[src/sw_cfg.svh]
`ifndef SW_CFG_SVH
`define SW_CFG_SVH

// --------------------------------------------------
// Switch sizing
// --------------------------------------------------

// Number of input ports and of output ports
`define SW_NUM_PORTS 4

// Bits needed to name one port
`define SW_PORT_W 2

// Words held by each input buffer, one packet at most
`define SW_BUF_DEPTH 64

// Width of one data word and of the header word
`define SW_WORD_W 16

`endif

[src/sw_pkg.sv]
`include "sw_cfg.svh"

package sw_pkg;

    // --------------------------------------------------
    // Packet header, the first word of every packet
    // --------------------------------------------------
    typedef struct packed {
        logic [8:0] length;  // Carried through, not checked
        logic [2:0] prior;   // Larger value wins arbitration
        logic [3:0] dest;    // Out of range values get the packet dropped
    } hdr_t;

    // A buffered word is either the header or plain payload
    typedef union packed {
        hdr_t                  hdr;
        logic [`SW_WORD_W-1:0] raw;
    } word_u;

    // --------------------------------------------------
    // Data beat on the forwarding path
    // --------------------------------------------------
    typedef struct packed {
        logic                  vld;
        logic                  sop;   // Header word of the packet
        logic                  eop;   // Last word of the packet
        logic [`SW_WORD_W-1:0] data;
    } beat_t;

    // Beat driven on an output that nobody owns
    localparam beat_t BEAT_IDLE = '0;

    // --------------------------------------------------
    // Request from an input port to the arbiter
    // --------------------------------------------------
    typedef struct packed {
        logic                  req;    // Four-phase request level
        logic [`SW_PORT_W-1:0] dest;   // Output wanted, held while req is high
        logic [2:0]            prior;
    } req_t;

endpackage

[src/sw_arbiter.sv]
`include "sw_cfg.svh"

module sw_arbiter (
    input  logic                     clk,
    input  logic                     rst,
    input  sw_pkg::req_t             req   [`SW_NUM_PORTS],
    output logic [`SW_NUM_PORTS-1:0] ack,
    output logic [`SW_PORT_W-1:0]    owner [`SW_NUM_PORTS],
    output logic [`SW_NUM_PORTS-1:0] owned
);

    // Winner for each output among the ports asking for it
    logic [`SW_NUM_PORTS-1:0] sel_vld;
    logic [`SW_PORT_W-1:0]    sel_idx   [`SW_NUM_PORTS];
    logic [2:0]               sel_prior [`SW_NUM_PORTS];

    // --------------------------------------------------
    // Priority pick per output
    // --------------------------------------------------
    always_comb begin
        for (int o = 0; o < `SW_NUM_PORTS; o++) begin
            sel_vld[o]   = 1'b0;
            sel_idx[o]   = '0;
            sel_prior[o] = '0;
            // Ports are scanned from index 0 up, so a tie keeps the lower index
            for (int p = 0; p < `SW_NUM_PORTS; p++) begin
                if (req[p].req && !ack[p] && req[p].dest == `SW_PORT_W'(o)) begin
                    if (!sel_vld[o] || req[p].prior > sel_prior[o]) begin
                        sel_vld[o]   = 1'b1;
                        sel_idx[o]   = `SW_PORT_W'(p);
                        sel_prior[o] = req[p].prior;
                    end
                end
            end
        end
    end

    // --------------------------------------------------
    // Ownership and the four-phase ack
    // --------------------------------------------------
    // Each port asks for one output only, so no two outputs touch the same
    // ack bit on the same edge
    always_ff @(posedge clk) begin
        if (rst) begin
            ack   <= '0;
            owned <= '0;
            for (int o = 0; o < `SW_NUM_PORTS; o++) begin
                owner[o] <= '0;
            end
        end else begin
            for (int o = 0; o < `SW_NUM_PORTS; o++) begin
                if (owned[o]) begin
                    // Owner dropped req, so release the output and lower ack
                    if (!req[owner[o]].req) begin
                        owned[o]       <= 1'b0;
                        ack[owner[o]]  <= 1'b0;
                    end
                end else if (sel_vld[o]) begin
                    owned[o]          <= 1'b1;
                    owner[o]          <= sel_idx[o];
                    ack[sel_idx[o]]   <= 1'b1;   // Grant one cycle after req
                end
            end
        end
    end

endmodule

[config.mk]
export PLATFORM = sky130hd
export DESIGN_NAME = sw_arbiter
export DESIGN_NICKNAME = d
export VERILOG_FILES = /design/src/sw_pkg.sv /design/src/sw_arbiter.sv
export VERILOG_INCLUDE_DIRS = /design/src
export SDC_FILE = /design/constraint.sdc
export NUM_CORES = 1
export LEC_CHECK = 0
export ABC_AREA = 1
export BUFFER_PORTS_ARGS = -buffer_cell sky130_fd_sc_hd__buf_2
export CAP_MARGIN = 20
export CORE_MARGIN = 2
export CORE_UTILIZATION = 58
export CTS_CLUSTER_DIAMETER = 100
export DETAILED_ROUTE_END_ITERATION = 8
export HOLD_SLACK_MARGIN = 0.02
export PLACE_DENSITY = 0.88
export SYNTH_ARGS = -nofsm -noshare
export SYNTH_HDL_FRONTEND = slang
export SYNTH_SLANG_ARGS = --single-unit
export TNS_END_PERCENT = 50
[constraint.sdc]
create_clock -name clk -period 7 [get_ports clk]
set_input_delay 1.4 -clock clk [delete_from_list [all_inputs] [get_ports clk]]
set_output_delay 1.4 -clock clk [all_outputs]
set_load 0.01 [all_outputs]
Word-level counts from Yosys, hierarchy flattened
Cells that the tools add are included.
{ "totals": {"out_inout_bits": 16, "elab_cells": 261, "input_bits": 26, "reg_bits": 16} }
{ "op_classes": {"bitwise": 20, "n_eq_ne": 12, "n_lt_le_gt_ge": 32, "reduce_logical": 64, "muxes": 127} }
{ "ops": {"columns": ["operator", "n"], "rows": [
  ["2-to-1 mux 3 bit", 20],
  ["2-to-1 mux 4 bit", 15],
  ["2-to-1 mux 1 bit", 56],
  ["binary-select mux 6 bit (select 2 bit)", 4],
  ["2-to-1 mux 6 bit", 8],
  ["> comparator 3 bit", 12],
  ["2-to-1 mux 2 bit", 16],
  ["logical AND 1 bit", 28],
  ["< comparator 2 x 3 -> 1 bit (second input constant)", 8],
  ["AND 4 bit", 4],
  ["demux 1 bit (select 2 bit)", 8],
  ["== test 2 bit (second input constant)", 8],
  ["greater-or-equal comparator 2 x 1 -> 1 bit (second input constant)", 8],
  ["logical NOT 1 bit", 16],
  ["NOT 4 bit", 4],
  ["bitwise OR 4 bit", 4],
  ["greater-or-equal comparator 3 bit (second input constant)", 4],
  ["logical OR 1 bit", 12],
  ["NOT 2 -> 3 bit", 4],
  ["== test 2 x 1 -> 1 bit (second input constant)", 4],
  ["logical NOT 2 bit", 4],
  ["AND reduction 2 bit", 4],
  ["NOT 1 bit", 4]
]} }

Logic depth before layout (Yosys ltp)
{ "logic_depth": {"word_depth": 35, "mapped_depth": 35, "ltp_nobuf": 35} }

Worst setup path before layout
Ideal clock, no wire load.
{ "synth_timing": {"kind": "input to register", "startpoint": "in req[23] in the netlist's numbering", "endpoint": "reg ack[1]", "arrival_time_ns": 4.831, "path_slack_ns": 2.098, "setup_time_ns": 0.071, "path_stages": 33, "n_path_buf": 0, "required_ns": 6.929, "path_cell_list": "inv_2 -> nor2_4 -> inv_2 -> nor3_4 -> nand2_1 -> ha_1 -> nand2_1 -> o21ai_0 -> a21oi_1 -> nor2_1 -> inv_2 -> nand2_1 -> o21ai_1 -> ha_1 -> nand2_1 -> o21ai_0 -> a21oi_1 -> nor2_1 -> inv_1 -> nand2_1 -> o21ai_0 -> ha_1 -> a21oi_1 -> o21ai_0 -> nand2_1 -> nand2_1 -> nand2_2 -> nand3_2 -> nor2_2 -> nand2_1 -> nand2_1 -> nand2_1 -> a21oi_1"} }
{ "synth_via": {"elab_chain_len": 34, "word_cells_on_any_way": 167, "cone_classes": "order compare (20); mux (107); bitwise (7); reduce/logical (33)"} }
{ "synth_lines": {"columns": ["element", "line_no", "source"], "rows": [
  ["start: declaration", "sw_arbiter.sv:6", "input sw_pkg::req_t req [`SW_NUM_PORTS],"],
  ["logical AND 1 bit (2 in series)", "sw_arbiter.sv:27", "if (req[p].req && !ack[p] && req[p].dest == `SW_PORT_W'(o)) begin"],
  ["2-to-1 mux 3 bit / 2-to-1 mux 1 bit (equally long branches)", "sw_arbiter.sv:27", null],
  ["> comparator 3 bit / logical NOT 1 bit (equally long branches)", "sw_arbiter.sv:28", "if (!sel_vld[o] || req[p].prior > sel_prior[o]) begin"],
  ["logical OR 1 bit", "sw_arbiter.sv:28", null],
  ["2-to-1 mux 3 bit / 2-to-1 mux 1 bit (equally long branches)", "sw_arbiter.sv:28", null],
  ["2-to-1 mux 3 bit / 2-to-1 mux 1 bit (equally long branches)", "sw_arbiter.sv:27", null],
  ["> comparator 3 bit / logical NOT 1 bit (equally long branches)", "sw_arbiter.sv:28", null],
  ["logical OR 1 bit", "sw_arbiter.sv:28", null],
  ["(+17 left out)", null, null],
  ["2-to-1 mux 4 bit", "sw_arbiter.sv:44", "if (rst) begin"],
  ["bitwise OR 4 bit (no source line) / AND 4 bit (equally long branches)", null, null],
  ["2-to-1 mux 4 bit, on equally long branches", "sw_arbiter.sv:58, sw_arbiter.sv:54", null],
  ["2-to-1 mux 4 bit", "sw_arbiter.sv:52", "if (owned[o]) begin"],
  ["2-to-1 mux 4 bit", "sw_arbiter.sv:44", null],
  ["bitwise OR 4 bit (no source line) / AND 4 bit (equally long branches)", null, null],
  ["2-to-1 mux 4 bit, on equally long branches", "sw_arbiter.sv:58, sw_arbiter.sv:54", null],
  ["2-to-1 mux 4 bit *", "sw_arbiter.sv:52", null],
  ["end signal: assignment", "sw_arbiter.sv:45", "ack <= '0;"],
  ["end signal: indexed assignment", "sw_arbiter.sv:56", "ack[owner[o]] <= 1'b0;"],
  ["end signal: indexed assignment", "sw_arbiter.sv:61", "ack[sel_idx[o]] <= 1'b1;"],
  ["end: declaration", "sw_arbiter.sv:7", "output logic [`SW_NUM_PORTS-1:0] ack,"]
]} }
Every way passes the cells marked *; elsewhere a longest branch is shown, timed or not. The select of a mux whose other input is x is not followed.
A chain may end at the register's enable or synchronous reset.

Worst setup path in the final report
{ "layout_timing": {"startpoint": "in req[23] in the netlist's numbering", "endpoint": "reg ack[0]"} }
The elaborated chain is that of the path after synthesis.

==> reports/results.ini <==
[clock_network]
clk_latency_ps=250
cts_inserted_buffers=3
hold_buffers=0
root_buffer=clkbuf_8
clock_path_buffers=2
cts_sinks=16
post-cts-setup-buffers=0
clk_pin_slew_ps=60
h-tree-depth=1
cts_tree=yes
cts_resized=0

[floorplanning]
io_pins=42
core_sq_um=4030
start_util_pct=60.7
die_y_um=68.9
dieArea_sq_um=4750
die_w_um=68.9
rows=23

[layout]
final_common_cell=nand2_1
num-fill-cells=387
final_area_sq_um=2770
nets=508
diodes=0
syn_to_final_growth_pct=13.0
most-common-layout-cells=106 x nand2_1, 49 x inv_1, 41 x buf_2
final_cells=495
multi_input_area_sq_um=1890
drive_gt1_share_pct=18.0
ff_latch_area_sq_um=320
post-route-util_pct=68.6

[outcome]
status=finished clean

[placement]
postPlaceCellArea_sq_um=2710
routabilityCongestion=0.969
place_hpwl_um=5640
post-place-ws_ps=1440
dp_cells=491
io_buffers=41

[run]
drv_cap=0

[critical_path]
r2r_cells=32
cp_slowest_cell=ha_1
r2r_start=ack[0]
path_buf_inv=5
cp_common_cell=nand2_1
crit_fanout=7
critPathRequiredTime_ps=7180
cpLargestDelayFamily=simple AND/OR/NAND/NOR gates
slowest_delay_ps=320
crit_path_end_kind=flop
rrSetupSlack_ps=2590
crit_path_start_kind=input port
crit_type=input port to flop
r2r-end=ack[0]
arrival_ps=5530

[global_routing]
grt_max_degree=13
grt_pass1_vias=2586
grt_overflow_total=0
antenna_found_initial=0
grt_pass1_wl_um=11100
track_usage_pct=30.6

[detailed_routing]
wl_per_cell_um=13.7
drtIter0Drc=260
drc=0
wl_um=6760
via_count=2863
vias_per_cell=5.78
postRouteAntennaNets=0
drtPass1Iterations=5

[yosys]
ys_seq_elements=16
avgSynthCellArea_sq_um=6.10
syn_area_sq_um=2450
netlist_instances=401
synth_cell_types=38
synth_nets=463
ys_warn_count=0
ys_seq_area_share_pct=13.1

[timing]
period_share_pct=76.5
clock_skew_ps=2.37
layout_min_cycle_time_ps=5350
fin_ws_ps=1650
hold_viol=0
rsz0062_at_grt=false
timing.hold.ws_ps=527
max_freq_mhz=187
setup_viol=0
slew_viol_final=0
tightest_slew_ps=565
tns_ps=0
relSlewSlack_pct=62.3

[pwr]
p_per_area_nw_per_um2=155
vdd_drop_max_mv=0.110
power_leakage_nw=1.47
power.total_uw=429

[hold_path]
hold_start=owner[1]
whs_endpoint=owner[1]
hp-class=flop to flop
hold_depth=2

==> flip-flops by register name, summed over array words and instances (netlist names) <==
signal	cells
owned	4
ack	4
owner	8
==> worst register-to-register path: cells and delay by family (launching register included) <==
family | cells | cell delay, ps
and+or+nand+nor | 17 | 1740
adders and majority gates | 3 | 960
AOI/OAI and AO/OA | 9 | 950
DFF | 1 | 360
buffers and inverters | 3 | 320
==> worst max path at each step <==
stage          startpoint      to  slack (ps)  cells past startpoint
3_5_place_dp      req[23]  ack[0]        1440                     33
5_1_grt           req[23]  ack[0]        1060                     34
3_3_place_gp      req[23]  ack[0]        1530                     34
4_1_cts           req[23]  ack[0]        1670                     34
2_1_floorplan     req[23]  ack[1]        2100                     33
6_report          req[23]  ack[0]        1650                     34
==> where the power goes <==
part	switching, mW	leakage [nW]	internal, mW
sequential	0.0197	0.132	0.105
combinational	0.140	1.31	0.0825
clock	0.0322	0.0288	0.0499
==> cell families (layout without fill, tap and decap cells) <==
| kind of cell | Yosys count | in the layout | synth area share (%) |
|---|---|---|---|
| buf+inv | 64 | 108 | 9.82 |
| compound gates | 94 | 94 | 22.2 |
| fa+ha+maj | 36 | 36 | 18.4 |
| simple gates | 191 | 191 | 36.5 |
| flops | 16 | 16 | 13.1 |
==> layout make-up <==
| cell class | count | share of cell area (%) |
|---|---|---|
| inverters | 63 | 8.55 |
| repair buffers | 41 | 7.42 |
| clock buffers | 4 | 1.99 |
| flip-flops and latches | 16 | 11.6 |
| well taps | 50 | 2.26 |
| multi-input cells | 321 | 68.2 |
==> routing by layer <==
metal  wire (um)  share of wire [%]  global-route usage, %  up-vias
met5           0                  0                      0        -
met4         116                1.7                   7.60        0
met3         481                7.1                   3.41       15
met2        3080                 46                   52.4      120
met1        3080                 46                   40.9     1279
li1            -                  -                      -     1449
==> cells in the mapped netlist <==
library cell	instances	area (sq um)
nand3_2	1	10.0
o22ai_1	2	12.5
o311ai_0	1	8.76
nor3_4	3	48.8
nand2_4	1	11.3
a21oi_2	1	8.76
o2111ai_1	1	8.76
inv_2	14	52.6
o31ai_1	1	7.51
a21boi_0	1	7.51
nor2_4	2	22.5
inv_1	49	184
nor2_2	5	31.3
or2_2	1	6.26
nor4_4	1	21.3
o21ai_1	7	35.0
nor3_1	6	30.0
nand3b_1	2	15.0
nand2_2	4	25.0
o21ai_0	39	195
o211ai_1	2	15.0
nor3_2	1	10.0
a2111oi_2	1	15.0
o41ai_1	1	8.76
nor2_1	24	90.1
a211oi_1	5	37.5
nand3_1	32	160
clkbuf_1	1	3.75
a31oi_1	1	6.26
dfxtp_1	16	320
nand4_1	2	12.5
o221ai_1	1	8.76
ha_1	36	450
a21o_1	2	15.0
a221oi_1	2	17.5
o21bai_1	2	15.0
a21oi_1	24	120
nand2_1	106	398
Power figures use the tool's default switching activity.
