--- config.mk ---
export PLATFORM = sky130hd
export DESIGN_NAME = sw_in_port
export DESIGN_NICKNAME = d
export VERILOG_FILES = /design/src/sw_pkg.sv /design/src/sw_in_port.sv
export VERILOG_INCLUDE_DIRS = /design/src
export SDC_FILE = /design/constraint.sdc
export NUM_CORES = 1
export LEC_CHECK = 0
export BUFFER_PORTS_ARGS = -buffer_cell sky130_fd_sc_hd__buf_2
export CAP_MARGIN = 15
export CORE_ASPECT_RATIO = 0.75
export CORE_MARGIN = 5
export CORE_UTILIZATION = 57
export CTS_CLUSTER_SIZE = 40
export DETAILED_ROUTE_END_ITERATION = 7
export PLACE_DENSITY = 0.71
export SYNTH_ARGS = -nofsm -noshare
export SYNTH_HDL_FRONTEND = slang
export SYNTH_SLANG_ARGS = --single-unit
--- constraint.sdc ---
create_clock -name clk -period 5.1 [get_ports clk]
set_input_delay 0.765 -clock clk [delete_from_list [all_inputs] [get_ports clk]]
set_output_delay 0.765 -clock clk [all_outputs]
set_load 0.02 [all_outputs]
--- src/sw_cfg.svh ---
`ifndef SW_CFG_SVH
`define SW_CFG_SVH

// --------------------------------------------------
// Switch sizing
// --------------------------------------------------

// Number of input ports and of output ports
`define SW_NUM_PORTS 4

// Bits needed to name one port
`define SW_PORT_W 2

// Words held by each input buffer, one packet at most
`define SW_BUF_DEPTH 64

// Width of one data word and of the header word
`define SW_WORD_W 16

`endif

--- src/sw_pkg.sv ---
`include "sw_cfg.svh"

package sw_pkg;

    // --------------------------------------------------
    // Packet header, the first word of every packet
    // --------------------------------------------------
    typedef struct packed {
        logic [8:0] length;  // Carried through, not checked
        logic [2:0] prior;   // Larger value wins arbitration
        logic [3:0] dest;    // Out of range values get the packet dropped
    } hdr_t;

    // A buffered word is either the header or plain payload
    typedef union packed {
        hdr_t                  hdr;
        logic [`SW_WORD_W-1:0] raw;
    } word_u;

    // --------------------------------------------------
    // Data beat on the forwarding path
    // --------------------------------------------------
    typedef struct packed {
        logic                  vld;
        logic                  sop;   // Header word of the packet
        logic                  eop;   // Last word of the packet
        logic [`SW_WORD_W-1:0] data;
    } beat_t;

    // Beat driven on an output that nobody owns
    localparam beat_t BEAT_IDLE = '0;

    // --------------------------------------------------
    // Request from an input port to the arbiter
    // --------------------------------------------------
    typedef struct packed {
        logic                  req;    // Four-phase request level
        logic [`SW_PORT_W-1:0] dest;   // Output wanted, held while req is high
        logic [2:0]            prior;
    } req_t;

endpackage

--- src/sw_in_port.sv ---
`include "sw_cfg.svh"

module sw_in_port (
    input  logic                  clk,
    input  logic                  rst,
    input  logic                  wr_sop,
    input  logic                  wr_eop,
    input  logic                  wr_vld,
    input  logic [`SW_WORD_W-1:0] wr_data,
    output logic                  wr_rdy,
    output sw_pkg::req_t          req,
    input  logic                  ack,
    output sw_pkg::beat_t         beat,
    input  logic                  stop,
    output logic                  drop
);

    localparam int PTR_W = $clog2(`SW_BUF_DEPTH);

    typedef enum logic [2:0] {
        S_RECV,   // Taking words from the source
        S_DROP,   // One cycle while the bad packet is discarded
        S_REQ,    // Request raised, waiting for the grant
        S_SEND,   // Streaming the buffer out
        S_LAST,   // Eop beat is on the output
        S_DONE    // Request dropped, waiting for ack to fall
    } state_t;

    state_t state;

    sw_pkg::word_u buf_mem [`SW_BUF_DEPTH];
    sw_pkg::word_u in_word;
    sw_pkg::hdr_t  hdr_q;
    sw_pkg::hdr_t  hdr_now;

    logic [PTR_W-1:0] wr_ptr;
    logic [PTR_W-1:0] wr_addr;
    logic [PTR_W-1:0] rd_ptr;
    logic [PTR_W-1:0] end_ptr;

    logic                  wr_fire;
    logic                  bad_dest;
    logic                  rd_last;
    logic                  issue;
    logic                  req_on;
    logic                  beat_vld;
    logic                  beat_sop;
    logic                  beat_eop;
    logic [`SW_WORD_W-1:0] beat_data;

    // --------------------------------------------------
    // Write side
    // --------------------------------------------------
    assign in_word.raw = wr_data;
    assign wr_rdy      = (state == S_RECV);
    assign wr_fire     = wr_vld && wr_rdy;
    assign wr_addr     = wr_sop ? '0 : wr_ptr;  // Header always lands at address 0

    // A one-word packet has its header on the eop word itself
    assign hdr_now  = wr_sop ? in_word.hdr : hdr_q;
    assign bad_dest = hdr_now.dest >= 4'(`SW_NUM_PORTS);

    always_ff @(posedge clk) begin
        if (wr_fire) begin
            buf_mem[wr_addr] <= in_word;
            if (wr_sop) begin
                hdr_q <= in_word.hdr;   // Decoded one cycle after the header
            end
            if (wr_eop) begin
                end_ptr <= wr_addr;
            end
        end
    end

    // --------------------------------------------------
    // Read side
    // --------------------------------------------------
    assign rd_last = (rd_ptr == end_ptr);

    // A beat is issued only on edges where the output is not stopped
    assign issue = !stop && ((state == S_REQ && ack) || state == S_SEND);

    always_ff @(posedge clk) begin
        if (issue) begin
            beat_data <= buf_mem[rd_ptr].raw;
        end
    end

    always_ff @(posedge clk) begin
        if (rst) begin
            state    <= S_RECV;
            wr_ptr   <= '0;
            rd_ptr   <= '0;
            req_on   <= 1'b0;
            drop     <= 1'b0;
            beat_vld <= 1'b0;
            beat_sop <= 1'b0;
            beat_eop <= 1'b0;
        end else begin
            drop     <= 1'b0;
            beat_vld <= issue;
            beat_sop <= issue && (state == S_REQ);  // First beat carries the header
            beat_eop <= issue && rd_last;
            if (wr_fire) begin
                wr_ptr <= wr_addr + 1'b1;
            end
            if (issue) begin
                rd_ptr <= rd_ptr + 1'b1;
            end
            case (state)
                S_RECV: begin
                    if (wr_fire && wr_eop) begin
                        if (bad_dest) begin
                            drop  <= 1'b1;
                            state <= S_DROP;
                        end else begin
                            req_on <= 1'b1;
                            rd_ptr <= '0;
                            state  <= S_REQ;
                        end
                    end
                end
                S_DROP: state <= S_RECV;
                S_REQ: begin
                    if (issue) begin
                        state <= rd_last ? S_LAST : S_SEND;
                    end
                end
                S_SEND: begin
                    if (issue && rd_last) begin
                        state <= S_LAST;
                    end
                end
                S_LAST: begin
                    req_on <= 1'b0;   // Phase three of the handshake
                    state  <= S_DONE;
                end
                S_DONE: begin
                    if (!ack) begin
                        state <= S_RECV;
                    end
                end
                default: state <= S_RECV;
            endcase
        end
    end

    assign req = '{req: req_on, dest: hdr_q.dest[`SW_PORT_W-1:0], prior: hdr_q.prior};

    assign beat = '{vld: beat_vld, sop: beat_sop, eop: beat_eop, data: beat_data};

endmodule

After elaboration in Yosys (flattened, before gate mapping) --
Memories as Yosys holds them, arrays and structs flattened. A register that Yosys moved wholly into a read port is not among the register bits. Cells that the tools add are included.
Word-level totals: memories kept 1, bits in writable memories 1024, bits of input ports 23, register bits after elaboration 33, logic and storage cells 61
Memory list:
- buf_mem | depth 64, bits a word 16, rd ports 1, clocked after memory_dff 1, wr ports 1, RTL line sw_in_port.sv:31 | sw_pkg::word_u buf_mem [`SW_BUF_DEPTH];
Cells by class: bitwise operators 2, $lt $le $gt $ge 1, add/sub/neg operators 2, reduce and logical (&&, ||, !) cells 15, equality and inequality tests 10, mux-type cells 19
Operator list (number):
- 2-to-1 mux 6 bit | 5
- 2-to-1 mux 3 bit | 5
- one-hot mux 3 bit (5 select lines) | 1
- adder 6 x 1 -> 6 bit, second input constant | 2
- equality test 3 x 2 -> 1 bit, second input constant | 2
- equality test 3 bit, second input constant | 2
- equality test 6 bit | 1
- logical AND 1 bit | 6
- inequality test 2 bit, second input constant | 3
- 2-to-1 mux 1 bit | 5
- >= comparator 4 x 3 -> 1 bit, second input constant | 1
- 2-to-1 mux 4 bit | 1
- inequality test 2 x 1 -> 1 bit, second input constant | 2
- AND reduction 2 bit | 2
- AND reduction 4 bit | 1
- zero test 3 bit | 1
- AND reduction 3 bit | 1
- OR reduction 3 bit | 1
- 2-to-1 mux 2 bit | 1
- NOT 1 bit | 2
- one-hot mux 1 bit (2 select lines) | 1
- nonzero test 2 bit | 1
- zero test 1 bit | 1
- logical OR 1 bit | 1

Longest topological paths before layout --
depth in word-level cells 8, mapped depth 10, mapped depth without buffers 7

Least setup slack after synthesis --
No wires, ideal clock.
path type input to register, start point in wr_sop, end point mem buf_mem[0][0] (netlist bit), enable pin, path slack 2.313 ns, arrival time 2.399 ns, cell stages on the path 6, buffers on the path 2, path through clkbuf_1 nand2b_1 inv_1 or3_1 clkbuf_1 nor2_1
Between the ends: longest elaborated chain between the ends 1
Ends and longest elaborated chain:
- start, declared | RTL line sw_in_port.sv:6 | input logic wr_sop,
- 2-to-1 mux 6 bit | RTL line sw_in_port.sv:57 | assign wr_addr = wr_sop ? '0 : wr_ptr;
- via wr_addr[4] | RTL line sw_in_port.sv:37 | logic [PTR_W-1:0] wr_addr;
- end, declared | RTL line sw_in_port.sv:31
The timed path passes the listed nets, and every way through them passes these cells.

==> impl_summary.txt <==
----------------------------------------------------
[Placement]
  Post-DP Area ... 0.04305 mm2
  GP Congestion ... ~0.89
  Final HPWL from detailed placement ... 57700 um
  Number of buffers added on ports ... 49

[Layout]
  Fraction of final layout cells sized beyond drive strength 1 ... 0.2480
  Total area of sequential cells ... 0.03203 mm2
  Multi-input gate area ... ~0.0086 mm2
  Layout overhead on the synthesized area ... 11.53%
  Number of nets in the finished design ... ~2.1k
  Number of filler instances in the final layout ... between 4k and 5k
  Post-route cell area ... roughly 0.046 mm2

[Synth]
  Synthesized instance count ... 1958
  Post-synthesis async set-or-reset flop share ... 0
  Top-area cell type share of the netlist area ... 0.7635
  Post-synth EDFFs ... ~1.1k
  Number of warning messages in the yosys log ... 0
  Register area share after synthesis ... 0.7731
  Synth Flop Type ... sky130_fd_sc_hd__edfxtp_1
  Cell type with the highest aggregate area in the netlist ... sky130_fd_sc_hd__edfxtp_1
  Number of distinct library cell variants in the gate-level netlist after synthesis ... 55
  Average size of a mapped cell ... 21.15 um2
  Register bit count reported by yosys ... 1073
  Netlist area before placement ... between 0.04 and 0.05 mm2
  Syn_nets ... roughly 2.0k
  Top post-synthesis cells by area ... sky130_fd_sc_hd__edfxtp_1 76%, sky130_fd_sc_hd__mux4_2 10%, sky130_fd_sc_hd__mux2i_1 3.8%, sky130_fd_sc_hd__o221ai_1 1.2%, sky130_fd_sc_hd__nor2_1 1.1%

[Route]
  Sum of routed wire length over all layers ... roughly 97000 um
  Violation count after the first detailed-routing iteration ... 2894
  DR WL/cell ... roughly 31 um
  Post-detailed-route DRC marker count ... 0
  Via count ... between 20k and 25k
  Remaining number of nets flagged by the antenna check after routing ... 0
  Total iterations of the first detailed-routing run ... 6
  Via density per instance ... 6.535

[Timing]
  Fin Setup TNS ... 0 ns
  RSZ-0062 raised after global routing ... no
  Slew at the pin closest to its max-slew limit ... between 1 and 1.5 ns
  Highest clock frequency the design can meet ... 246.7 MHz
  Slew margin rel. ... 0.2397
  Endpoints failing hold ... 0
  Final slew viol count ... 0
  Post-layout min period ... about 4 ns
  Post-route clock skew ... between 0.03 and 0.04 ns
  Setup Viol. Count Final ... 0
  Post-route clock period utilization ... 0.7947

[Floorplanning]
  Die height ... approximately 240 um
  Horizontal extent of the die ... about 320 um
  Area inside the core boundary ... between 0.07 and 0.08 mm2
  Initial cell density of the core ... 0.5761
  Core Rows ... 85
  I/O pin total ... 50
  Area of the die ... a little under 0.08 mm2

[Power]
  Leakage power ... between 10 and 15 nW
  P per Cell Area ... around 380 mW/mm2
  Worst ir drop on vdd ... between 200 and 300 uV

[Clocking]
  Post-CTS Resized ... 0
  Clock tree buffer depth ... 3
  Clk slew on worst S/H paths ... approximately 0.07 ns
  Number of post-CTS setup repair buffers ... 0
  TritonCTS clock tree ... done
  TritonCTS Sinks ... 1073
  Root buffer selected by CTS ... sky130_fd_sc_hd__clkbuf_16
  H-tree depth reported by CTS ... 3
  CTS Buf Count ... 95
  CTS Hold Bufs ... 0
  Clock latency of the later-clocked register in the worst-skew pair ... about 0.66 ns

[Setup path]
  Launching element type of the critical path ... flip-flop
  Worst Setup Path Type ... flip-flop to flip-flop
  CP max stage delay ... around 0.94 ns
  Worst setup path endpoint ... beat_data[7]
  Slowest-stage cell, CP ... sky130_fd_sc_hd__a221oi_1
  Largest fanout of any net on the critical path ... between 40 and 50
  Worst-path cell chain ... buf_12 -> nand2b_1 -> buf_4 -> o221ai_1 -> a221oi_1 -> nor4_1
  Launch instance of the worst register-to-register path ... rd_ptr[0]
  Timing startpoint of the critical path ... rd_ptr[0]
  Worst reg-to-reg setup slack ... ~1.0 ns
  Worst EP arrival ... roughly 4.4 ns
  Required @ worst endpoint ... 5.46 ns
  Logic depth of the worst register-to-register path ... 6
  End of the worst register-to-register path ... beat_data[7]
  Critical Path Sink Type ... flip-flop

[Hold path]
  Path class of the lowest-slack min-delay path ... primary input to flip-flop

[Global route]
  Pin count of the biggest net entering global routing ... about 110
  GR Overflow Total ... 0
  First-pass GRT wire length ... roughly 140000 um
  Via count of the first global-routing pass ... roughly 20k
  Total track usage ... 0.2501
  Initial antenna violation count ... 5

[Job]
  Count of max-cap constraint violations ... 0

[Run status]
  Run status ... complete, no violations

----------------------------------------------------
[power breakdown]
group          internal [mW]  switching, mW  total, mW
combinational          0.241          0.443      0.684
clock                   4.03           3.06       7.09
sequential              9.73         0.0437       9.77
total                   14.0           3.55       17.6
[worst min-delay path by stage]
stage | start | end | slack [ns] | cells past startpoint
4_1_cts | wr_data[5] | buf_mem[34][5] | 0.33 | 1
2_1_floorplan | req_on | req_on | 0.45 | 2
3_5_place_dp | req_on | req_on | 0.48 | 2
3_3_place_gp | req_on | req_on | 0.48 | 2
5_1_grt | wr_data[5] | buf_mem[35][5] | 0.35 | 1
6_report | wr_data[5] | buf_mem[34][5] | 0.36 | 1
[Yosys cell counts, drive strengths merged, types with 10 or more instances]
cell type and n:
buf 77, o221ai 55, mux2i 158, edfxtp 1053, clkbuf 45, a221oi 31, mux2 35, xor2 10
mux4 192, dfxtp 20, nand2 22, a211oi 25, nor4 17, nor2 118
[worst max-delay path, delay by kind of cell, from the launching register on]
family / cells / cell delay [ns]
compound gates: 2 / 1.11
flops: 1 / 0.91
simple gates: 2 / 0.81
buf+inv: 2 / 0.81
[layer usage]
layer | routed length [um] | vias to the layer above | GRT usage
li1 | - | 8465 | -
met3 | 11740 | 161 | 0.08256
met1 | 39540 | 10695 | 0.3779
met5 | 45 | - | 0.005556
met2 | 43450 | 1146 | 0.3592
met4 | 2522 | 8 | 0.06370
[state kept, by name, indices dropped and copies added, names as in the netlist, 2 cells and up, named ones only]
name       count
end_ptr        6
rd_ptr         6
buf_mem     1024
hdr_q          2
beat_data     16
state          3
req            3
wr_ptr         6
[kinds of logic (layout without fill, tap and decap cells)]
kind of cell,Yosys count,in the layout,synth area share
AOI/OAI and AO/OA,154,154,0.03048
adders and majority gates,2,2,0.0006041
muxes,385,385,0.1521
DFF,1073,1073,0.7731
buffers and inverters,130,345,0.01876
other,0,3,0
and+or+nand+nor,203,203,0.02257
xor gates and xnor gates,11,11,0.002326
[cells in the final DEF, fill, tap and decap left out, drive strengths merged, types with 3 or more instances in the layout]
cell type	n
a2111oi	8
a211oi	25
a21oi	6
a221oi	31
and3	3
buf	166
bufinv	8
clkbuf	126
clkinv	30
clkinvlp	3
dfxtp	20
diode	3
edfxtp	1053
inv	12
mux2	35
mux2i	158
mux4	192
nand2	22
nand2b	5
nand3	7
nand4	5
nor2	118
nor2b	9
nor3	4
nor4	17
o21ai	5
o221ai	55
o22ai	9
or3	4
xor2	10
[cell type report]
class,count,share of cell area
clock buffer,125,0.05705
antenna,3,0.0001625
timing repair buffer,167,0.02630
clock inverter,45,0.009237
multi-input combinational,755,0.1872
inverter,8,0.0006501
sequential,1073,0.6935
tap,957,0.02592
[through the flow]
| stage | worst slack (ns) | hold WS (ns) | utilization | cells | power, mW |
|---|---|---|---|---|---|
| 2_1_floorplan | 2.313 | 0.4543 | - | 1958 | 10.34 |
| 5_1_grt | 0.8881 | 0.3512 | 0.6424 | 3131 | 18.07 |
| 6_report | 1.047 | 0.3607 | 0.6425 | 3133 | 17.55 |
| 3_3_place_gp | 1.183 | 0.4817 | 0.5987 | 2955 | 10.62 |
| 4_1_cts | 1.144 | 0.3260 | 0.6414 | 3126 | 17.62 |
| 3_5_place_dp | 1.170 | 0.4797 | 0.5989 | 2956 | 10.64 |
(Power assumes the default switching activity.)
