==> src/sw_cfg.svh <==
`ifndef SW_CFG_SVH
`define SW_CFG_SVH

// --------------------------------------------------
// Switch sizing
// --------------------------------------------------

// Number of input ports and of output ports
`define SW_NUM_PORTS 4

// Bits needed to name one port
`define SW_PORT_W 2

// Words held by each input buffer, one packet at most
`define SW_BUF_DEPTH 64

// Width of one data word and of the header word
`define SW_WORD_W 16

`endif

==> src/sw_pkg.sv <==
`include "sw_cfg.svh"

package sw_pkg;

    // --------------------------------------------------
    // Packet header, the first word of every packet
    // --------------------------------------------------
    typedef struct packed {
        logic [8:0] length;  // Carried through, not checked
        logic [2:0] prior;   // Larger value wins arbitration
        logic [3:0] dest;    // Out of range values get the packet dropped
    } hdr_t;

    // A buffered word is either the header or plain payload
    typedef union packed {
        hdr_t                  hdr;
        logic [`SW_WORD_W-1:0] raw;
    } word_u;

    // --------------------------------------------------
    // Data beat on the forwarding path
    // --------------------------------------------------
    typedef struct packed {
        logic                  vld;
        logic                  sop;   // Header word of the packet
        logic                  eop;   // Last word of the packet
        logic [`SW_WORD_W-1:0] data;
    } beat_t;

    // Beat driven on an output that nobody owns
    localparam beat_t BEAT_IDLE = '0;

    // --------------------------------------------------
    // Request from an input port to the arbiter
    // --------------------------------------------------
    typedef struct packed {
        logic                  req;    // Four-phase request level
        logic [`SW_PORT_W-1:0] dest;   // Output wanted, held while req is high
        logic [2:0]            prior;
    } req_t;

endpackage

==> src/sw_crossbar.sv <==
`include "sw_cfg.svh"

module sw_crossbar (
    input  sw_pkg::beat_t            in_beat  [`SW_NUM_PORTS],
    input  logic [`SW_PORT_W-1:0]    owner    [`SW_NUM_PORTS],
    input  logic [`SW_NUM_PORTS-1:0] owned,
    input  logic [`SW_NUM_PORTS-1:0] out_stop,
    output sw_pkg::beat_t            out_beat [`SW_NUM_PORTS],
    output logic [`SW_NUM_PORTS-1:0] stop
);

    // --------------------------------------------------
    // Forward path, input beats onto outputs
    // --------------------------------------------------
    always_comb begin
        for (int o = 0; o < `SW_NUM_PORTS; o++) begin
            if (owned[o]) begin
                out_beat[o] = in_beat[owner[o]];
            end else begin
                out_beat[o] = sw_pkg::BEAT_IDLE;   // Nothing valid on a free output
            end
        end
    end

    // --------------------------------------------------
    // Return path, output stop back to the owner
    // --------------------------------------------------
    // An input owns at most one output, so every stop bit has one source
    always_comb begin
        stop = '0;
        for (int o = 0; o < `SW_NUM_PORTS; o++) begin
            if (owned[o]) begin
                stop[owner[o]] = out_stop[o];
            end
        end
    end

endmodule

==> config.mk <==
export PLATFORM = sky130hd
export DESIGN_NAME = sw_crossbar
export DESIGN_NICKNAME = d
export VERILOG_FILES = /design/src/sw_pkg.sv /design/src/sw_crossbar.sv
export VERILOG_INCLUDE_DIRS = /design/src
export SDC_FILE = /design/constraint.sdc
export NUM_CORES = 1
export LEC_CHECK = 0
export BUFFER_PORTS_ARGS = -buffer_cell sky130_fd_sc_hd__buf_2
export CORE_UTILIZATION = 41
export DETAILED_ROUTE_END_ITERATION = 10
export PLACE_DENSITY = 0.88
export SYNTH_ARGS = -nofsm -noshare
export SYNTH_HDL_FRONTEND = slang
export SYNTH_SLANG_ARGS = --single-unit
==> constraint.sdc <==
create_clock -name vclk -period 1.45
set_input_delay 0.29 -clock vclk [all_inputs]
set_output_delay 0.29 -clock vclk [all_outputs]
set_load 0.02 [all_outputs]
## Yosys cells after proc, flatten, opt, wreduce, memory -nomap -nowiden

Index checks and enable logic that the tools add are counted.

| operators by class | value |
|---|---|
| $add $sub $neg | 0 |
| multipliers | 0 |
| divide/modulo/power cells | 0 |
| $lt $le $gt $ge | 12 |
| equal/unequal tests | 0 |
| shift-type cells | 0 |
| mux-type cells | 31 |
| bitwise logic cells | 5 |
| reductions and logical operators | 4 |

Operators with widths:

| cell | number |
|---|---|
| 19-bit two-way mux | 12 |
| 19-bit binary-select mux with 2-bit select | 4 |
| 4-bit two-way mux | 4 |
| 4-bit bitwise mux | 3 |
| 3-bit greater-or-equal comparator (second input constant) | 4 |
| 2-bit by 3-bit < comparator with 1-bit output (second input constant) | 4 |
| 2-bit NOT with 3-bit output | 4 |
| 1-bit demux with 2-bit select | 4 |
| 2-bit by 1-bit greater-or-equal comparator with 1-bit output (second input constant) | 4 |
| 4-bit bitwise AND | 1 |
| 1-bit logical AND | 4 |
| 1-bit two-way mux | 4 |

| storage, ports and cells | value |
|---|---|
| register bits | 0 |
| latch bits | 0 |
| bits in writable memories | 0 |
| ROM bits | 0 |
| input bits | 92 |
| output and inout bits | 80 |
| logic and storage cells | 52 |
| memories kept | 0 |

## Longest topological paths before layout

Gate-level depths: netlist of run 1.

| logic depth | value |
|---|---|
| depth in word-level cells | 12 |
| depth in mapped cells | 6 |
| gate-level depth less buffers | 4 |

## Worst setup path before layout of run 1

Ideal clock, no wire load.

| path | value |
|---|---|
| path type | input to output |
| from | input port owner[4] (netlist name) |
| to | output port stop[0] |
| arrival time | 1467 ps |
| path slack | -307 ps |
| stages | 5 |
| path buffers | 2 |
| cell sequence | buf_6 -> buf_8 -> nor3b_1 -> a211oi_1 -> o31ai_1 |

| between the ends | value |
|---|---|
| cells in the longest elaborated chain, start to end | 10 |

RTL lines:

| element | RTL line | source |
|---|---|---|
| from (decl) | sw_crossbar.sv:5 | `` input logic [`SW_PORT_W-1:0] owner [`SW_NUM_PORTS], `` |
| 2-bit by 3-bit < comparator with 1-bit output (not written as such) / 2-bit by 1-bit greater-or-equal comparator with 1-bit output (equally long branches) | sw_crossbar.sv:33 | `stop[owner[o]] = out_stop[o];` |
| 1-bit logical AND (not written as such) | sw_crossbar.sv:33 |  |
| 1-bit two-way mux (not written as such) | sw_crossbar.sv:33 |  |
| 1-bit demux with 2-bit select (*) | sw_crossbar.sv:33 |  |
| 4-bit bitwise mux (*) | sw_crossbar.sv:33 |  |
| 4-bit two-way mux (*) | sw_crossbar.sv:32 | `if (owned[o]) begin` |
| 4-bit bitwise mux | sw_crossbar.sv:33 |  |
| 4-bit two-way mux (*) | sw_crossbar.sv:32 |  |
| 4-bit bitwise mux | sw_crossbar.sv:33 |  |
| 4-bit two-way mux (*) | sw_crossbar.sv:32 |  |
| to (decl) | sw_crossbar.sv:9 | `` output logic [`SW_NUM_PORTS-1:0] stop `` |

Mark *: on every way between the ends. The rest lies on a longest branch, timed or not.

==> results_dict.tcl, run 1 <==
set metrics [dict create \
    rsz0062_at_grt "yes" \
    wl_per_cell_um 22.5 \
    regArea_um2 0 \
    drtIter0Drc 205 \
    violations "negative setup slack" \
    peakVddDrop_v 0.000263 \
    start_util_pct 42.2 \
    final_antenna_net_count 0 \
    syn_inst 219 \
    finalCriticalPeriod_ps 1680 \
    final_cell_mix "buf_2 (89), buf_6 (77), mux4_2 (76), and2_4 (76), buf_4 (20)" \
    vias 3090 \
    worstSetupPathType "in -> out" \
    cp_cell_sequence "buf_12 > buf_12 > mux4_2 > and2_4 > buf_6" \
    gp_congestion 0.854 \
    layout_commonest_cell "buf_2" \
    slowest_delay_ps 530 \
    diodes 0 \
    dieArea_um2 6870 \
    yosysTopAreaCell "mux4_2" \
    num_io_pins 172 \
    syn_to_final_growth_pct 77.3 \
    overflow 0 \
    cap_violations 0 \
    synthTopCellsByArea "mux4_2 (55%), and2_1 (18%), mux4_1 (11%), buf_6 (2.9%), buf_12 (1.5%)" \
    syn-cell-area_um2 2680 \
    critPathCaptureType "output port" \
    p_leak_nw 2.09 \
    cpMostUsedCell "buf_12" \
    period_share_pct 116 \
    hold_viol 0 \
    wl_met1_mm 3.58 \
    die_h_um 82.9 \
    critPathRequiredTime_ps 1160 \
    max_freq_mhz 595 \
    utilization_pct 74.9 \
    path_buf_inv 3 \
    hp-class "in -> out" \
    slowest_stage "mux4_2" \
    worst-path-max-fanout 10 \
    ys_warn_count 0 \
    nets 494 \
    syn_area_per_cell_um2 12.2 \
    top_layer "met4" \
    ys_seq_area_share_pct 0 \
    outcome "finished, violations left" \
    io_buffers 172 \
    coreArea_um2 6350 \
    slew_viol_final 0 \
    synth_cell_types 31 \
    dr_wl_met2_mm 5.77 \
    totalPowerFinal_mw 1.96 \
    p_per_area_nw_per_um2 411 \
    worstMarginPinSlew_ps 320 \
    totalWireLength_mm 10.7 \
    clkbuf_count 0 \
    fillers 402 \
    hpwl_mm 7.41 \
    grtUsageTotal_pct 30.8 \
    crit_family "multiplexers" \
    worstPathArrival_ps 1390 \
    drc_errors 0 \
    totalNegativeSetupSlack_ps -12440 \
    cts_hold_buf 0 \
    wl_met3_um 883 \
    die_w_um 82.9 \
    grt_pass1_vias 3300 \
    vias_per_cell 6.48 \
    grt_pass1_wl_mm 16.8 \
    syn_nets 311 \
    grt_max_degree 20 \
    seq_cells 0 \
    multiInputGateArea_um2 2660 \
    fin_ws_ps -230 \
    critPathLaunchType "input pin" \
    setup_viol 80 \
    relSlewSlack_pct 78.6 \
    drt_pass1_iterations 4 \
    place_ws_ps -363 \
    antenna_found_initial 0 \
    synth_top_area_share_pct 54.6 \
    fp-row-count 29 \
    drive_gt1_share_pct 93.3 \
]
## what timing repair did
| item | CTS | global route |
|---|---|---|
| pin swaps | 52 | 3 |
| setup endpoints to repair | 80 | 80 |
| gates resized for setup | 234 | 11 |
| setup buffers | 1 | 0 |
| cloned | 6 | 1 |
## final timing paths
kind,from,endpoint,cells after the start
worst max-delay path,owner[4],out_beat[54],5
worst min-delay path,out_stop[3],stop[2],3
## layout make-up
type	count	area share (%)
multi-input cells	187	55.9
repair buffers	210	41.8
well taps	77	2.03
inverters	3	0.237
## routing by layer
metal | vias up | GRT usage (%)
met4 | 0 | 13.6
met2 | 250 | 55.1
met5 | - | 0
met1 | 1506 | 36.7
met3 | 64 | 4.27
li1 | 1270 | -
## per-stage QoR
step | area [um^2] | cells | hold slack, ps
2_1_floorplan | 2820 | 219 | 733
3_3_place_gp | 3880 | 469 | 957
3_5_place_dp | 3880 | 469 | 965
4_1_cts | 4690 | 476 | 954
5_1_grt | 4760 | 477 | 968
6_report | 4760 | 477 | 958
## cells by family after synthesis
family	synth area share [%]
simple gates	22.5
compound gates	2.80
buf+inv	8.49
mux	66.2
## synth_stat cells
master and number:
and2_1 76, mux4_2 65, mux4_1 11, clkbuf_1 9, buf_2 8, buf_6 7
nand2_1 5, nand3_1 4, inv_1 3, nor2_1 3, nor3b_1 3, buf_12 2
mux2_2 2, nand4b_1 2, nor4_1 2, o21ai_0 2, a211oi_1 1, a311o_1 1
a311oi_1 1, a31oi_1 1, and3b_1 1, buf_1 1, buf_8 1, clkbuf_2 1
nand2b_1 1, nand4_1 1, nor3_1 1, o22ai_1 1, o31ai_1 1, o32a_1 1
o32ai_1 1
## power breakdown
| group | total, mW | switching (mW) | leakage [nW] | internal, mW |
|---|---|---|---|---|
| Combinational | 1.96 | 0.820 | 2.09 | 1.14 |
| Clock | 0 | 0 | 0 | 0 |
| Sequential | 0 | 0 | 0 | 0 |
| Total | 1.96 | 0.820 | 2.09 | 1.14 |
Note: power is estimated with default switching activity, not from simulation.
==> run 2: changes to the inputs <==
--- a/config.mk
+++ b/config.mk
@@ -8,2 +8,3 @@
 export LEC_CHECK = 0
+export ABC_CLOCK_PERIOD_IN_PS = 1450
 export BUFFER_PORTS_ARGS = -buffer_cell sky130_fd_sc_hd__buf_2
==> constraint.sdc (replaced) <==
create_clock -name vclk -period 1.45
set_input_delay 0.29 -clock vclk [all_inputs]
set_output_delay 0.29 -clock vclk [all_outputs]
set_load 0.05 [all_outputs]
==> results_dict.tcl, run 2 (synthesis results as in run 1) <==
set metrics [dict create \
    outcome "finished, violations left" \
    violations "negative setup slack" \
    fp-row-count 29 \
    worstSetupPathType "in -> out" \
    start_util_pct 42.2 \
    hpwl_mm 7.56 \
    totalPowerFinal_mw 2.60 \
    cap_violations 0 \
    dieArea_um2 6870 \
    p_leak_nw 2.22 \
    peakVddDrop_v 0.000420 \
    antenna_found_initial 0 \
    drc_errors 0 \
    syn_to_final_growth_pct 91.7 \
    diodes 0 \
    finalCriticalPeriod_ps 1790 \
    layout_commonest_cell "buf_2" \
    grt_pass1_vias 3439 \
    clkbuf_count 0 \
    worstMarginPinSlew_ps 360 \
    regArea_um2 0 \
    layout.cells.non_filler 482 \
    die_h_um 82.9 \
    vias_per_cell 6.66 \
    hold_viol 0 \
    dp_cells 473 \
    slew_viol_final 0 \
    die_w_um 82.9 \
    grtUsageTotal_pct 34.5 \
    fin_ws_ps -335 \
    hold_depth 3 \
    grt_max_degree 15 \
    wl_per_cell_um 24.4 \
    critPathRequiredTime_ps 1160 \
    max_freq_mhz 560 \
    nets 499 \
    critPathLaunchType "input pin" \
    p_per_area_nw_per_um2 505 \
    setup_viol 80 \
    final_antenna_net_count 0 \
    overflow 0 \
    hp-class "in -> out" \
    place_ws_ps -428 \
    vias 3208 \
    coreArea_um2 6350 \
    min_from "out_stop[3]" \
    io_buffers 172 \
    num_io_pins 172 \
    rsz0062_at_grt "yes" \
    relSlewSlack_pct 75.8 \
    final_area_um2 5140 \
    totalWireLength_mm 11.8 \
    fillers 325 \
    final_cell_mix "buf_2 (86), and2_4 (76), buf_8 (76), mux4_2 (75), buf_4 (27)" \
    whs_endpoint "stop[2]" \
    period_share_pct 123 \
    worstPathArrival_ps 1500 \
    gp_congestion 0.866 \
    critPathCaptureType "output port" \
    drtIter0Drc 143 \
    grt_pass1_wl_mm 18.6 \
    totalNegativeSetupSlack_ps -15100 \
    drive_gt1_share_pct 93.6 \
    drt_pass1_iterations 4 \
    seq_cells 0 \
    dpl_cell_area_um2 4030 \
    worst-path-max-fanout 8 \
]
## run 2: area by class of cell
cell class | count | area (um^2) | area share (%)
Multi-Input combinational cell | 187 | 2710 | 52.6
Timing Repair Buffer | 215 | 2330 | 45.3
Tap cell | 77 | 96.3 | 1.87
Inverter | 3 | 11.3 | 0.219
## run 2: worst max-delay path by stage
stage              from  depth (start not counted)  slack (ps)      end
2_1_floorplan  owner[4]                          6        -170  stop[0]
3_3_place_gp   owner[4]                          7        -370  stop[2]
3_5_place_dp   owner[2]                          7        -430  stop[1]
4_1_cts        owner[4]                          7        -220  stop[2]
5_1_grt        owner[4]                          7        -360  stop[2]
6_report       owner[4]                          7        -340  stop[2]
## run 2: where the power goes
| part | internal [mW] | leakage (nW) | switching [mW] | total [mW] |
|---|---|---|---|---|
| registers | 0 | 0 | 0 | 0 |
| clock network | 0 | 0 | 0 | 0 |
| logic | 1.30 | 2.22 | 1.30 | 2.60 |
| total | 1.30 | 2.22 | 1.30 | 2.60 |
## run 2: worst max-delay path, stage by stage
cell,delay (ps)
buf_12,120
buf_16,130
and3b_1,170
nor4_1,280
o32a_1,210
mux2_4,160
buf_8,140
## run 2: through the flow
| step | hold slack [ps] | utilization, % |
|---|---|---|
| 2_1_floorplan | 793 | - |
| 3_3_place_gp | 1070 | 63.4 |
| 3_5_place_dp | 1080 | 63.4 |
| 4_1_cts | 996 | 80.9 |
| 5_1_grt | 1040 | 81.0 |
| 6_report | 1030 | 81.0 |
## run 2: what timing repair did
| action | in CTS | in global routing |
|---|---|---|
| setup endpoints to repair | 80 | 80 |
| resized for setup | 278 | 3 |
| cloned | 8 | 0 |
| buffers inserted | 1 | 0 |
| pin swaps | 77 | 1 |
| hold buffers | 0 | 0 |
## run 2: layer usage
metal  track usage, %  vias to the layer above  routed length [um]  share of wire [%]
li1                 -                     1282                   -                  -
met1             40.0                     1600                3830                 33
met2             62.7                      265                6400                 54
met3             5.67                       61                 957                8.1
met4             15.0                        0                 567                4.8
met5                0                        -                   0                  0
==> run 3: changes to the inputs <==
- ABC_CLOCK_PERIOD_IN_PS: 1450 -> 1500
- CORE_ASPECT_RATIO: not set -> 1.5
- GPL_TIMING_DRIVEN: not set -> 0
- clock period: 1.45 -> 1.5 ns (I/O delays scaled with it)
==> results_dict.tcl, run 3 (synthesis results as in run 1) <==
set metrics [dict create \
    p_leak_nw 2.21 \
    nets 500 \
    setup_viol 77 \
    die_w_um 68.0 \
    grt_pass1_vias 3566 \
    violations "negative setup slack" \
    overflow 0 \
    fin_ws_ps -239 \
    holdWs_ps 1040 \
    grtUsageTotal_pct 37.6 \
    dieArea_um2 6880 \
    final_area_um2 5130 \
    wl_per_cell_um 26.6 \
    seq_cells 0 \
    p_per_area_nw_per_um2 486 \
    dpl_cell_area_um2 3880 \
    grt_pass1_wl_mm 18.8 \
    drt_pass1_iterations 5 \
    hold_depth 3 \
    syn_to_final_growth_pct 91.1 \
    slew_viol_final 0 \
    layout_commonest_cell "buf_2" \
    hold_viol 0 \
    outcome "finished, violations left" \
    coreArea_um2 6220 \
    num_io_pins 172 \
    utilization_pct 82.4 \
    start_util_pct 43.1 \
    die_h_um 101 \
    cap_violations 0 \
    vias 3277 \
    place_ws_ps -619 \
    finalCriticalPeriod_ps 1740 \
    totalPowerFinal_mw 2.49 \
    antenna_found_initial 0 \
    cp_cell_sequence "buf_12 > buf_16 > mux4_2 > and2_4 > buf_8" \
    critPathLaunchType "input pin" \
    worstMarginPinSlew_ps 567 \
    path_buf_inv 3 \
    worstSetupPathType "in -> out" \
    min_from "out_stop[3]" \
    totalWireLength_mm 12.8 \
    slowest_delay_ps 530 \
    relSlewSlack_pct 62.2 \
    slowest_stage "mux4_2" \
    drc_errors 0 \
    grt_max_degree 11 \
    critPathRequiredTime_ps 1200 \
    critPathCaptureType "output port" \
    diodes 0 \
    period_share_pct 116 \
    fp-row-count 35 \
    vias_per_cell 6.83 \
    layout.cells.non_filler 480 \
    cts_hold_buf 0 \
    gp_congestion 0.892 \
    hp-class "in -> out" \
    max_freq_mhz 575 \
    worst-path-max-fanout 5 \
    drtIter0Drc 276 \
    totalNegativeSetupSlack_ps -12780 \
    clkbuf_count 0 \
    whs_endpoint "stop[3]" \
    hpwl_mm 7.75 \
    io_buffers 167 \
    regArea_um2 0 \
    dp_cells 460 \
    worstPathArrival_ps 1440 \
    peakVddDrop_v 0.000259 \
    rsz0062_at_grt "yes" \
    crit_family "multiplexers" \
    drive_gt1_share_pct 95.1 \
    final_cell_mix "buf_2 (83), mux4_2 (76), and2_4 (76), buf_6 (52), buf_8 (40)" \
    final_antenna_net_count 0 \
]
[run 3: cell count changes in the layout (fill, tap and decap cells not counted), sizes merged]
cell | previous run | this run
buf | 215 | 206
clkbuf | 0 | 10
[run 3: final cells by class]
class / instances / area, um^2
multi-input cells: 187 / 2760
repair buffers: 187 / 1860
fillers: 299 / 1090
plain buffers: 29 / 404
well taps: 74 / 92.6
inverters: 3 / 11.3
[run 3: worst max-delay path by stage]
| stage | start | to | slack (ps) | cells past startpoint |
|---|---|---|---|---|
| 2_1_floorplan | owner[4] | stop[0] | -140 | 6 |
| 3_3_place_gp | owned[0] | out_beat[69] | -610 | 5 |
| 3_5_place_dp | owned[0] | out_beat[68] | -620 | 5 |
| 4_1_cts | owner[0] | out_beat[16] | -190 | 5 |
| 5_1_grt | owner[4] | out_beat[47] | -260 | 5 |
| 6_report | owner[4] | out_beat[47] | -240 | 5 |
[run 3: report_power, final]
part | internal (mW) | switching, mW
sequential | 0 | 0
combinational | 1.22 | 1.27
clock | 0 | 0
total | 1.22 | 1.27
[run 3: per-layer routing]
| metal | routed length (um) | up-vias | part of all wire [%] | track usage (%) |
|---|---|---|---|---|
| li1 | - | 1282 | - | - |
| met1 | 3910 | 1623 | 31 | 38.1 |
| met2 | 6990 | 298 | 55 | 66.6 |
| met3 | 1220 | 74 | 9.5 | 11.7 |
| met4 | 656 | 0 | 5.1 | 18.8 |
| met5 | 0 | - | 0 | 0 |
[run 3: repair_timing]
item / in CTS / in global routing
pin swaps: 26 / 14
setup buffers: 6 / 6
cloned: 8 / 0
gates resized for setup: 285 / 21
hold endpoints to repair: 0 / 0
setup endpoints to repair: 80 / 80
